[src/core_settings.svh]
`ifndef CORE_SETTINGS_SVH
`define CORE_SETTINGS_SVH

// Data and address width.
`define XLEN 32

// Architectural integer registers.
`define NREGS 32

// First fetch address after reset.
`define RESET_PC 32'h0000_0000

`endif

[src/pipe_pkg.sv]
package pipe_pkg;

    // Where a decode operand is taken from.
    typedef enum logic [1:0] {
        fwd_rf  = 2'd0,
        fwd_exe = 2'd1,
        fwd_acc = 2'd2
    } fwd_src_e;

    // What an instruction writes back to the register file.
    typedef enum logic [1:0] {
        wb_none = 2'd0,
        wb_alu  = 2'd1,
        wb_mem  = 2'd2
    } wb_src_e;

endpackage

[src/rv_isa_pkg.sv]
`include "core_settings.svh"

package rv_isa_pkg;

    // Major opcodes handled by the pipeline.
    typedef enum logic [6:0] {
        opc_lui    = 7'b0110111,
        opc_auipc  = 7'b0010111,
        opc_op_imm = 7'b0010011,
        opc_op     = 7'b0110011,
        opc_load   = 7'b0000011,
        opc_store  = 7'b0100011
    } opcode_e;

    // Integer funct3 field for OP and OP-IMM.
    typedef enum logic [2:0] {
        f3_add     = 3'b000,
        f3_sll     = 3'b001,
        f3_slt     = 3'b010,
        f3_sltu    = 3'b011,
        f3_xor     = 3'b100,
        f3_srl_sra = 3'b101,
        f3_or      = 3'b110,
        f3_and     = 3'b111
    } funct3_e;

    typedef enum logic [3:0] {
        alu_add    = 4'd0,
        alu_sub    = 4'd1,
        alu_sll    = 4'd2,
        alu_slt    = 4'd3,
        alu_sltu   = 4'd4,
        alu_xor    = 4'd5,
        alu_srl    = 4'd6,
        alu_sra    = 4'd7,
        alu_or     = 4'd8,
        alu_and    = 4'd9,
        alu_pass_b = 4'd10 // LUI passes the immediate through.
    } alu_op_e;

    typedef logic [$clog2(`NREGS)-1:0] reg_idx_t;

endpackage

[src/access_stage.sv]
`timescale 1ns/1ps
`include "core_settings.svh"

module access_stage (
    input  logic                 clk,
    input  logic                 rst,
    input  logic                 acc_valid,
    input  rv_isa_pkg::reg_idx_t acc_rd,
    input  pipe_pkg::wb_src_e    acc_wb_src,
    input  logic [`XLEN-1:0]     acc_result,
    input  logic [`XLEN-1:0]     acc_store_data,
    input  logic                 acc_is_store,
    output logic                 mem_busy,
    output logic [`XLEN-1:0]     acc_fwd_data,
    output logic                 wb_cyc,
    output logic                 wb_stb,
    output logic                 wb_we,
    output logic [`XLEN-1:0]     wb_adr,
    output logic [`XLEN-1:0]     wb_dat_w,
    output logic [`XLEN/8-1:0]   wb_sel,
    input  logic [`XLEN-1:0]     wb_dat_r,
    input  logic                 wb_ack,
    output logic                 ret_valid,
    output rv_isa_pkg::reg_idx_t ret_rd,
    output logic [`XLEN-1:0]     ret_data
);

import pipe_pkg::*;

logic is_load;
logic mem_op;

assign is_load = acc_valid && (acc_wb_src == wb_mem);
assign mem_op  = is_load || (acc_valid && acc_is_store);

// The acc registers are frozen by mem_busy, so the bus request holds until ack.
assign wb_cyc   = mem_op;
assign wb_stb   = mem_op;
assign wb_we    = acc_is_store;
assign wb_adr   = acc_result;
assign wb_dat_w = acc_store_data;
assign wb_sel   = '1; // Word access only.

assign mem_busy = mem_op && !wb_ack;

assign acc_fwd_data = (acc_wb_src == wb_mem) ? wb_dat_r : acc_result;

// Register file write port.
assign ret_valid = acc_valid && (acc_rd != '0) &&
                   ((acc_wb_src == wb_alu) || (is_load && wb_ack));
assign ret_rd    = acc_rd;
assign ret_data  = acc_fwd_data;

a_wb_hold: assert property (@(posedge clk) disable iff (rst)
    wb_stb && !wb_ack |=> $stable(wb_adr) && $stable(wb_we));

endmodule

[src/decode_stage.sv]
`timescale 1ns/1ps
`include "core_settings.svh"

module decode_stage (
    input  logic                 clk,
    input  logic                 rst,
    input  logic [`XLEN-1:0]     instr,
    input  logic [`XLEN-1:0]     pc,
    input  logic                 hold,
    input  logic                 stall,
    output rv_isa_pkg::reg_idx_t rs1,
    output rv_isa_pkg::reg_idx_t rs2,
    output logic                 use_rs1,
    output logic                 use_rs2,
    input  logic [`XLEN-1:0]     rdata1,
    input  logic [`XLEN-1:0]     rdata2,
    input  pipe_pkg::fwd_src_e   fwd_a,
    input  pipe_pkg::fwd_src_e   fwd_b,
    input  logic [`XLEN-1:0]     exe_fwd_data,
    input  logic [`XLEN-1:0]     acc_fwd_data,
    output logic                 exe_valid,
    output rv_isa_pkg::reg_idx_t exe_rd,
    output pipe_pkg::wb_src_e    exe_wb_src,
    output rv_isa_pkg::alu_op_e  exe_alu_op,
    output logic [`XLEN-1:0]     exe_a,
    output logic [`XLEN-1:0]     exe_b,
    output logic [`XLEN-1:0]     exe_store_data,
    output logic                 exe_is_store
);

import rv_isa_pkg::*;
import pipe_pkg::*;

opcode_e          opcode;
funct3_e          funct3;
reg_idx_t         rd;
logic [`XLEN-1:0] imm_i;
logic [`XLEN-1:0] imm_s;
logic [`XLEN-1:0] imm_u;
logic [`XLEN-1:0] op_a;
logic [`XLEN-1:0] op_b;
logic [`XLEN-1:0] dec_a;
logic [`XLEN-1:0] dec_b;
alu_op_e          dec_alu_op;
wb_src_e          dec_wb_src;
logic             dec_is_store;

// Bit 30 selects SUB for OP and SRA for both OP and OP-IMM.
function automatic alu_op_e alu_decode(funct3_e f3, logic alt, logic is_reg);
    case (f3)
        f3_add:     return (alt && is_reg) ? alu_sub : alu_add;
        f3_sll:     return alu_sll;
        f3_slt:     return alu_slt;
        f3_sltu:    return alu_sltu;
        f3_xor:     return alu_xor;
        f3_srl_sra: return alt ? alu_sra : alu_srl;
        f3_or:      return alu_or;
        default:    return alu_and;
    endcase
endfunction

assign opcode = opcode_e'(instr[6:0]);
assign funct3 = funct3_e'(instr[14:12]);
assign rd     = instr[11:7];
assign rs1    = instr[19:15];
assign rs2    = instr[24:20];

assign imm_i = {{(`XLEN-12){instr[31]}}, instr[31:20]};
assign imm_s = {{(`XLEN-12){instr[31]}}, instr[31:25], instr[11:7]};
assign imm_u = {instr[31:12], 12'b0};

assign use_rs1 = opcode inside {opc_op_imm, opc_op, opc_load, opc_store};
assign use_rs2 = opcode inside {opc_op, opc_store};

always_comb begin
    case (fwd_a)
        fwd_exe: op_a = exe_fwd_data;
        fwd_acc: op_a = acc_fwd_data;
        default: op_a = rdata1;
    endcase
    case (fwd_b)
        fwd_exe: op_b = exe_fwd_data;
        fwd_acc: op_b = acc_fwd_data;
        default: op_b = rdata2;
    endcase
end

always_comb begin
    dec_a        = op_a;
    dec_b        = imm_i;
    dec_alu_op   = alu_add;
    dec_wb_src   = wb_none; // Unknown opcodes retire as no-ops.
    dec_is_store = 1'b0;
    case (opcode)
        opc_lui: begin
            dec_b      = imm_u;
            dec_alu_op = alu_pass_b;
            dec_wb_src = wb_alu;
        end
        opc_auipc: begin
            dec_a      = pc;
            dec_b      = imm_u;
            dec_wb_src = wb_alu;
        end
        opc_op_imm: begin
            dec_alu_op = alu_decode(funct3, instr[30], 1'b0);
            dec_wb_src = wb_alu;
        end
        opc_op: begin
            dec_b      = op_b;
            dec_alu_op = alu_decode(funct3, instr[30], 1'b1);
            dec_wb_src = wb_alu;
        end
        opc_load:  dec_wb_src = wb_mem;
        opc_store: begin
            dec_b        = imm_s;
            dec_is_store = 1'b1;
        end
        default: ;
    endcase
end

always_ff @(posedge clk or posedge rst) begin
    if (rst) begin
        exe_valid    <= 1'b0;
        exe_wb_src   <= wb_none;
        exe_is_store <= 1'b0;
    end else if (!hold) begin
        exe_valid    <= !stall; // Bubble on load-use.
        exe_wb_src   <= stall ? wb_none : dec_wb_src;
        exe_is_store <= !stall && dec_is_store;
    end
end

always_ff @(posedge clk) begin
    if (!hold) begin
        exe_rd         <= rd;
        exe_alu_op     <= dec_alu_op;
        exe_a          <= dec_a;
        exe_b          <= dec_b;
        exe_store_data <= op_b;
    end
end

// A load-use stall lasts exactly one cycle.
a_stall_once: assert property (@(posedge clk) disable iff (rst)
    stall && !hold |=> !stall);

endmodule

[src/execute_stage.sv]
`timescale 1ns/1ps
`include "core_settings.svh"

module execute_stage (
    input  logic                 clk,
    input  logic                 rst,
    input  logic                 hold,
    input  logic                 exe_valid,
    input  rv_isa_pkg::reg_idx_t exe_rd,
    input  pipe_pkg::wb_src_e    exe_wb_src,
    input  rv_isa_pkg::alu_op_e  exe_alu_op,
    input  logic [`XLEN-1:0]     exe_a,
    input  logic [`XLEN-1:0]     exe_b,
    input  logic [`XLEN-1:0]     exe_store_data,
    input  logic                 exe_is_store,
    output logic [`XLEN-1:0]     exe_fwd_data,
    output logic                 acc_valid,
    output rv_isa_pkg::reg_idx_t acc_rd,
    output pipe_pkg::wb_src_e    acc_wb_src,
    output logic [`XLEN-1:0]     acc_result,
    output logic [`XLEN-1:0]     acc_store_data,
    output logic                 acc_is_store
);

import rv_isa_pkg::*;
import pipe_pkg::*;

logic [$clog2(`XLEN)-1:0] shamt;
logic [`XLEN-1:0]         alu_out;

assign shamt = exe_b[$clog2(`XLEN)-1:0];

always_comb begin
    case (exe_alu_op)
        alu_add:    alu_out = exe_a + exe_b;
        alu_sub:    alu_out = exe_a - exe_b;
        alu_sll:    alu_out = exe_a << shamt;
        alu_slt:    alu_out = {{(`XLEN-1){1'b0}}, $signed(exe_a) < $signed(exe_b)};
        alu_sltu:   alu_out = {{(`XLEN-1){1'b0}}, exe_a < exe_b};
        alu_xor:    alu_out = exe_a ^ exe_b;
        alu_srl:    alu_out = exe_a >> shamt;
        alu_sra:    alu_out = $unsigned($signed(exe_a) >>> shamt);
        alu_or:     alu_out = exe_a | exe_b;
        alu_and:    alu_out = exe_a & exe_b;
        alu_pass_b: alu_out = exe_b;
        default:    alu_out = exe_a + exe_b;
    endcase
end

assign exe_fwd_data = alu_out; // Address for loads and stores.

always_ff @(posedge clk or posedge rst) begin
    if (rst) begin
        acc_valid    <= 1'b0;
        acc_wb_src   <= wb_none;
        acc_is_store <= 1'b0;
    end else if (!hold) begin
        acc_valid    <= exe_valid;
        acc_wb_src   <= exe_wb_src;
        acc_is_store <= exe_is_store;
    end
end

always_ff @(posedge clk) begin
    if (!hold) begin
        acc_rd         <= exe_rd;
        acc_result     <= alu_out;
        acc_store_data <= exe_store_data;
    end
end

endmodule

[src/hazard_unit.sv]
`timescale 1ns/1ps

module hazard_unit (
    input  rv_isa_pkg::reg_idx_t rs1,
    input  rv_isa_pkg::reg_idx_t rs2,
    input  logic                 use_rs1,
    input  logic                 use_rs2,
    input  logic                 exe_valid,
    input  rv_isa_pkg::reg_idx_t exe_rd,
    input  pipe_pkg::wb_src_e    exe_wb_src,
    input  logic                 acc_valid,
    input  rv_isa_pkg::reg_idx_t acc_rd,
    input  pipe_pkg::wb_src_e    acc_wb_src,
    output pipe_pkg::fwd_src_e   fwd_a,
    output pipe_pkg::fwd_src_e   fwd_b,
    output logic                 stall
);

import rv_isa_pkg::*;
import pipe_pkg::*;

logic exe_hit_a;
logic exe_hit_b;
logic acc_hit_a;
logic acc_hit_b;
logic exe_load;

// A producer only matches if it really writes a register.
function automatic logic producer_match(reg_idx_t rs, logic used, logic valid,
                                        reg_idx_t rd, wb_src_e src);
    return used && (rs != '0) && valid && (src != wb_none) && (rd == rs);
endfunction

// The younger stage wins. A load in exe gives no value yet.
function automatic fwd_src_e pick_source(logic exe_hit, logic acc_hit, logic exe_is_load);
    if (exe_hit) begin
        return exe_is_load ? fwd_rf : fwd_exe;
    end else if (acc_hit) begin
        return fwd_acc;
    end
    return fwd_rf;
endfunction

assign exe_load  = (exe_wb_src == wb_mem);

assign exe_hit_a = producer_match(rs1, use_rs1, exe_valid, exe_rd, exe_wb_src);
assign exe_hit_b = producer_match(rs2, use_rs2, exe_valid, exe_rd, exe_wb_src);
assign acc_hit_a = producer_match(rs1, use_rs1, acc_valid, acc_rd, acc_wb_src);
assign acc_hit_b = producer_match(rs2, use_rs2, acc_valid, acc_rd, acc_wb_src);

assign fwd_a = pick_source(exe_hit_a, acc_hit_a, exe_load);
assign fwd_b = pick_source(exe_hit_b, acc_hit_b, exe_load);

assign stall = exe_load && (exe_hit_a || exe_hit_b); // Load-use bubble.

endmodule

[src/pipe_core.sv]
`timescale 1ns/1ps
`include "core_settings.svh"

module pipe_core (
    input  logic                 clk,
    input  logic                 rst,
    output logic [`XLEN-1:0]     pc,
    input  logic [`XLEN-1:0]     instr,
    output logic                 wb_cyc,
    output logic                 wb_stb,
    output logic                 wb_we,
    output logic [`XLEN-1:0]     wb_adr,
    output logic [`XLEN-1:0]     wb_dat_w,
    output logic [`XLEN/8-1:0]   wb_sel,
    input  logic [`XLEN-1:0]     wb_dat_r,
    input  logic                 wb_ack,
    output logic                 ret_valid,
    output rv_isa_pkg::reg_idx_t ret_rd,
    output logic [`XLEN-1:0]     ret_data
);

import rv_isa_pkg::*;
import pipe_pkg::*;

reg_idx_t         rs1;
reg_idx_t         rs2;
logic             use_rs1;
logic             use_rs2;
logic [`XLEN-1:0] rdata1;
logic [`XLEN-1:0] rdata2;
fwd_src_e         fwd_a;
fwd_src_e         fwd_b;
logic             stall;
logic             mem_busy;
logic             exe_valid;
reg_idx_t         exe_rd;
wb_src_e          exe_wb_src;
alu_op_e          exe_alu_op;
logic [`XLEN-1:0] exe_a;
logic [`XLEN-1:0] exe_b;
logic [`XLEN-1:0] exe_store_data;
logic             exe_is_store;
logic [`XLEN-1:0] exe_fwd_data;
logic             acc_valid;
reg_idx_t         acc_rd;
wb_src_e          acc_wb_src;
logic [`XLEN-1:0] acc_result;
logic [`XLEN-1:0] acc_store_data;
logic             acc_is_store;
logic [`XLEN-1:0] acc_fwd_data;

always_ff @(posedge clk or posedge rst) begin
    if (rst) begin
        pc <= `RESET_PC;
    end else if (!stall && !mem_busy) begin
        pc <= pc + 'd4; // No jumps, so fetch is strictly sequential.
    end
end

regfile i_regfile (
    .clk    (clk),
    .rst    (rst),
    .rs1    (rs1),
    .rs2    (rs2),
    .rdata1 (rdata1),
    .rdata2 (rdata2),
    .we     (ret_valid),
    .rd     (ret_rd),
    .wdata  (ret_data)
);

hazard_unit i_hazard (
    .rs1        (rs1),
    .rs2        (rs2),
    .use_rs1    (use_rs1),
    .use_rs2    (use_rs2),
    .exe_valid  (exe_valid),
    .exe_rd     (exe_rd),
    .exe_wb_src (exe_wb_src),
    .acc_valid  (acc_valid),
    .acc_rd     (acc_rd),
    .acc_wb_src (acc_wb_src),
    .fwd_a      (fwd_a),
    .fwd_b      (fwd_b),
    .stall      (stall)
);

decode_stage i_decode (
    .clk            (clk),
    .rst            (rst),
    .instr          (instr),
    .pc             (pc),
    .hold           (mem_busy),
    .stall          (stall),
    .rs1            (rs1),
    .rs2            (rs2),
    .use_rs1        (use_rs1),
    .use_rs2        (use_rs2),
    .rdata1         (rdata1),
    .rdata2         (rdata2),
    .fwd_a          (fwd_a),
    .fwd_b          (fwd_b),
    .exe_fwd_data   (exe_fwd_data),
    .acc_fwd_data   (acc_fwd_data),
    .exe_valid      (exe_valid),
    .exe_rd         (exe_rd),
    .exe_wb_src     (exe_wb_src),
    .exe_alu_op     (exe_alu_op),
    .exe_a          (exe_a),
    .exe_b          (exe_b),
    .exe_store_data (exe_store_data),
    .exe_is_store   (exe_is_store)
);

execute_stage i_execute (
    .clk            (clk),
    .rst            (rst),
    .hold           (mem_busy),
    .exe_valid      (exe_valid),
    .exe_rd         (exe_rd),
    .exe_wb_src     (exe_wb_src),
    .exe_alu_op     (exe_alu_op),
    .exe_a          (exe_a),
    .exe_b          (exe_b),
    .exe_store_data (exe_store_data),
    .exe_is_store   (exe_is_store),
    .exe_fwd_data   (exe_fwd_data),
    .acc_valid      (acc_valid),
    .acc_rd         (acc_rd),
    .acc_wb_src     (acc_wb_src),
    .acc_result     (acc_result),
    .acc_store_data (acc_store_data),
    .acc_is_store   (acc_is_store)
);

access_stage i_access (
    .clk            (clk),
    .rst            (rst),
    .acc_valid      (acc_valid),
    .acc_rd         (acc_rd),
    .acc_wb_src     (acc_wb_src),
    .acc_result     (acc_result),
    .acc_store_data (acc_store_data),
    .acc_is_store   (acc_is_store),
    .mem_busy       (mem_busy),
    .acc_fwd_data   (acc_fwd_data),
    .wb_cyc         (wb_cyc),
    .wb_stb         (wb_stb),
    .wb_we          (wb_we),
    .wb_adr         (wb_adr),
    .wb_dat_w       (wb_dat_w),
    .wb_sel         (wb_sel),
    .wb_dat_r       (wb_dat_r),
    .wb_ack         (wb_ack),
    .ret_valid      (ret_valid),
    .ret_rd         (ret_rd),
    .ret_data       (ret_data)
);

endmodule

[src/regfile.sv]
`timescale 1ns/1ps
`include "core_settings.svh"

module regfile (
    input  logic                 clk,
    input  logic                 rst,
    input  rv_isa_pkg::reg_idx_t rs1,
    input  rv_isa_pkg::reg_idx_t rs2,
    output logic [`XLEN-1:0]     rdata1,
    output logic [`XLEN-1:0]     rdata2,
    input  logic                 we,
    input  rv_isa_pkg::reg_idx_t rd,
    input  logic [`XLEN-1:0]     wdata
);

logic [`XLEN-1:0] regs [`NREGS];

always_ff @(posedge clk or posedge rst) begin
    if (rst) begin
        for (int i = 0; i < `NREGS; i++) begin
            regs[i] <= '0;
        end
    end else if (we && rd != '0) begin // x0 is never written.
        regs[rd] <= wdata;
    end
end

assign rdata1 = (rs1 == '0) ? '0 : regs[rs1];
assign rdata2 = (rs2 == '0) ? '0 : regs[rs2];

endmodule

[config.mk]
export PLATFORM = sky130hd
export DESIGN_NAME = pipe_core
export DESIGN_NICKNAME = d
export VERILOG_FILES = /design/src/pipe_pkg.sv /design/src/rv_isa_pkg.sv /design/src/access_stage.sv /design/src/decode_stage.sv /design/src/execute_stage.sv /design/src/hazard_unit.sv /design/src/pipe_core.sv /design/src/regfile.sv
export VERILOG_INCLUDE_DIRS = /design/src
export SDC_FILE = /design/constraint.sdc
export NUM_CORES = 2
export LEC_CHECK = 0
export ABC_AREA = 1
export BUFFER_PORTS_ARGS = -buffer_cell sky130_fd_sc_hd__buf_2
export CAP_MARGIN = 25
export CORE_MARGIN = 10
export CORE_UTILIZATION = 45
export DETAILED_ROUTE_END_ITERATION = 8
export PLACE_DENSITY_LB_ADDON = 0.08
export SETUP_SLACK_MARGIN = 0.5
export SYNTH_ARGS = -nofsm -noshare
export SYNTH_HDL_FRONTEND = slang
export SYNTH_SLANG_ARGS = --single-unit
[constraint.sdc]
create_clock -name clk -period 98.7 [get_ports clk]
set_input_delay 19.74 -clock clk [delete_from_list [all_inputs] [get_ports clk]]
set_output_delay 19.74 -clock clk [all_outputs]
set_load 0.02 [all_outputs]
==> results.md <==
- Total via count in the routed design: 79,337
- H-Tree Level Count: 4
- Most common library cell in the layout ignoring fill and taps: sky130_fd_sc_hd__nand2_1
- Register area share after synthesis: 0.420
- CTS Hold Bufs: 0
- Ranking of synthesized cells by area: sky130_fd_sc_hd__dfrtp_1 (35%), sky130_fd_sc_hd__o21ai_0 (13%), sky130_fd_sc_hd__nand2_1 (12%), sky130_fd_sc_hd__edfxtp_1 (6.9%), sky130_fd_sc_hd__nand3_1 (6.8%)
- Met3 Resource Use GR: 0.0946
- Post-synth top area cell: sky130_fd_sc_hd__dfrtp_1
- Final nets: 10,520
- Tot Pwr: 1.50 mW
- Outcome: finished, final reports clean
- RSZ-0062 raised after global routing: false
- RR Startpoint: i_decode.exe_b[3]
- Global-route track usage on met2: 0.569
- Number of enable flip-flop cells after synthesis: 174
- CTS root buffer: sky130_fd_sc_hd__clkbuf_16
- Syn-to-layout area delta: 9.10%
- Global-route total usage across every layer: 0.395
- Area of the die: 185,000 µm²
- Drt pass-1 iters: 8
- Via count of the first global-routing pass: 73,295
- Destination of the worst register-to-register timing path: i_decode.exe_b[18]
- Post-CTS setup buffer count: 0
- Synth Cell Area: 75,800 µm²
- Worst path arrival time: 21,760 ps
- Total negative slack for setup checks: 0 ps
- Worst-Skew Late Latency: 830 ps
- Clock Sinks: 1,236
- Standard-cell row count: 150
- Share of synthesized flip-flops with an asynchronous set or reset: 0.859
- Destination of the critical timing path: ret_data[25]
- Antenna violations before repair: 19
- Reg-to-reg slack, setup: 93,940 ps
- Clock edge transition at the registers on the reported setup and hold paths: 50 ps
- Most used flip-flop cell after synthesis: sky130_fd_sc_hd__dfrtp_1
- Drt first-iter violations: 11,261
- First-pass GRT wire length: 537 mm
- Detailed-route vias per instance: 6.26
- GPL Wtd Cong: 1.05
- Number of library cell types mapped by synthesis: 48
- Critical path launch point: wb_dat_r[25]
- Crit. End Element: output port
- Leakage Power: 37.2 nW
- Min-delay src: i_regfile.regs[998]
- Share of cells above drive strength 1: 0.0696
- Residual antenna-violating net count after detailed routing: 0
- Commonest non-fill, non-tap cells in the layout: sky130_fd_sc_hd__nand2_1 (2,418), sky130_fd_sc_hd__o21ai_0 (1,956), sky130_fd_sc_hd__dfrtp_1 (1,062)
- Count of buffers inserted at the top-level ports: 201
- Clock buffer count from CTS: 146
- Post-DP HPWL: 246 mm
- Total congestion overflow: 0
- Placeable Area: 167,000 µm²
- Post-CTS Resized: 0
- Clk_skew: 38.7 ps
- Final WL: 380 mm
- Required arrival time at the worst endpoint: 78,960 ps
- # Max-Cap Violations: 0
- Yosys synthesis warning count: 0
- Mean instance size in the synthesized netlist: 7.08 µm²
- Initial Util: 0.453
- Height of the die: 430 µm
- Sort of element at the start of the critical path: input port
- M1 GR Usage: 0.525
- Fraction of post-synthesis cell area in the top cell type by area: 0.351
- Worst IR Drop VDD: 0.0194 mV
- Worst relative slew slack: 0.200
- Clock tree from TritonCTS: built
- CTS max path bufs: 3
- Path type of the worst setup path: in2out
- Maximum number of pins on one net before global-route repair: 189
- Layout Cell Area excl Fill: 82,600 µm²
- Final setup violation count: 0
- Worst min path class: reg2reg
- Layer with the highest usage after global routing: met2
- Total power per unit cell area: 18.2 nW/µm²
- Max Clock Freq: 0.0241 GHz
- Die boundary width: 430 µm
- Count of final hold-check violations: 0
- Post-DR wirelength/cell: 30.0 µm
- FF+latch count, synth: 1,236
- Post-Syn Instances: 10,701
- Slew at the pin closest to its max-slew limit: 1200 ps
- Pins Over Slew Limit: 0
- Final cycle utilization of the critical path: 0.420
- Post-Place Cell Area: 77,800 µm²
- Number of DRC violations after detailed routing: 0
- Crit path max fanout: 19
- Final critical-path required period: 41,500 ps
- I/O pins: 208
- Depth of the worst register-to-register path: 18
## cells in the mapped netlist (all sizes together) (3+ instances only)
master / n
buf: 265
nand2: 2428
nand3b: 6
clkbuf: 633
a21boi: 5
o21bai: 11
o21a: 6
o22ai: 23
dfrtp: 1062
clkinv: 8
nand4: 48
a211oi: 10
and2: 36
o221ai: 157
o2111ai: 3
nand3: 1027
nor2: 798
and3: 3
inv: 856
nor4: 10
nor3: 43
xor2: 32
a21oi: 622
o21ai: 2043
xnor2: 11
edfxtp: 174
ha: 98
o211ai: 271
## state kept, by name (all words and copies together) (netlist names), 2 cells and up
signal	cells
i_regfile.regs	1024
i_decode.exe_a	32
i_decode.exe_b	32
i_decode.exe_store_data	32
i_execute.acc_result	32
i_execute.acc_store_data	32
pc	30
i_decode.exe_rd	5
i_execute.acc_rd	5
i_decode.exe_alu_op	4
i_decode.exe_wb_src	2
i_execute.acc_wb_src	2
## worst max-delay path, cell delays in order
cell,delay [ps]
sky130_fd_sc_hd__buf_2,110
sky130_fd_sc_hd__nand3_1,250
sky130_fd_sc_hd__and2_1,570
sky130_fd_sc_hd__clkinv_1,660
sky130_fd_sc_hd__buf_2,410
## final cells by class
| class | count | area, µm² |
|---|---|---|
| Antenna cell | 7 | 17.5 |
| Clock buffer | 221 | 4350 |
| Clock inverter | 36 | 319 |
| Fill cell | 16852 | 84600 |
| Inverter | 864 | 3300 |
| Multi-Input combinational cell | 7707 | 37400 |
| Sequential cell | 1236 | 31800 |
| Tap cell | 2204 | 2760 |
| Timing Repair Buffer | 398 | 2740 |
## how the worst min path moves through the flow
stage | slack, ps | endpoint | depth (start not counted)
finish | 400 | i_regfile.regs[998] | 0
global route | 410 | i_regfile.regs[998] | 0
CTS | 400 | i_regfile.regs[1015] | 0
detailed placement | 390 | i_regfile.regs[1015] | 0
global placement | 380 | i_regfile.regs[995] | 0
floorplan | 400 | i_execute.acc_store_data[0] | 0
## kinds of logic after synthesis
kind of cell | share of synthesized area
flops | 0.420
other cells | 0.0000991
buf+inv | 0.0908
fa+ha+maj | 0.0167
xor+xnor | 0.00497
simple gates | 0.241
compound gates | 0.227
## metrics by stage
stage	setup slack [ps]	instances	utilization	hold WS, ps
3_3_place_gp	57330	12400	0.465	382
5_1_grt	57110	12666	0.494	412
4_1_cts	57230	12660	0.493	400
3_5_place_dp	57230	12403	0.465	385
6_report	57200	12673	0.494	399
2_1_floorplan	49070	10705	-	400
## report_power, final
part / internal, mW / switching (mW)
registers: 0.553 / 0.0327
clock network: 0.307 / 0.233
logic: 0.0836 / 0.293
total: 0.944 / 0.559
## metal layers
layer	part of all wire	vias to the layer above
met3	0.11	1145
met1	0.40	37917
li1	-	35223
met4	0.079	8
met5	0.00014	-
met2	0.41	5044
Note: power is estimated with default switching activity, not from simulation.
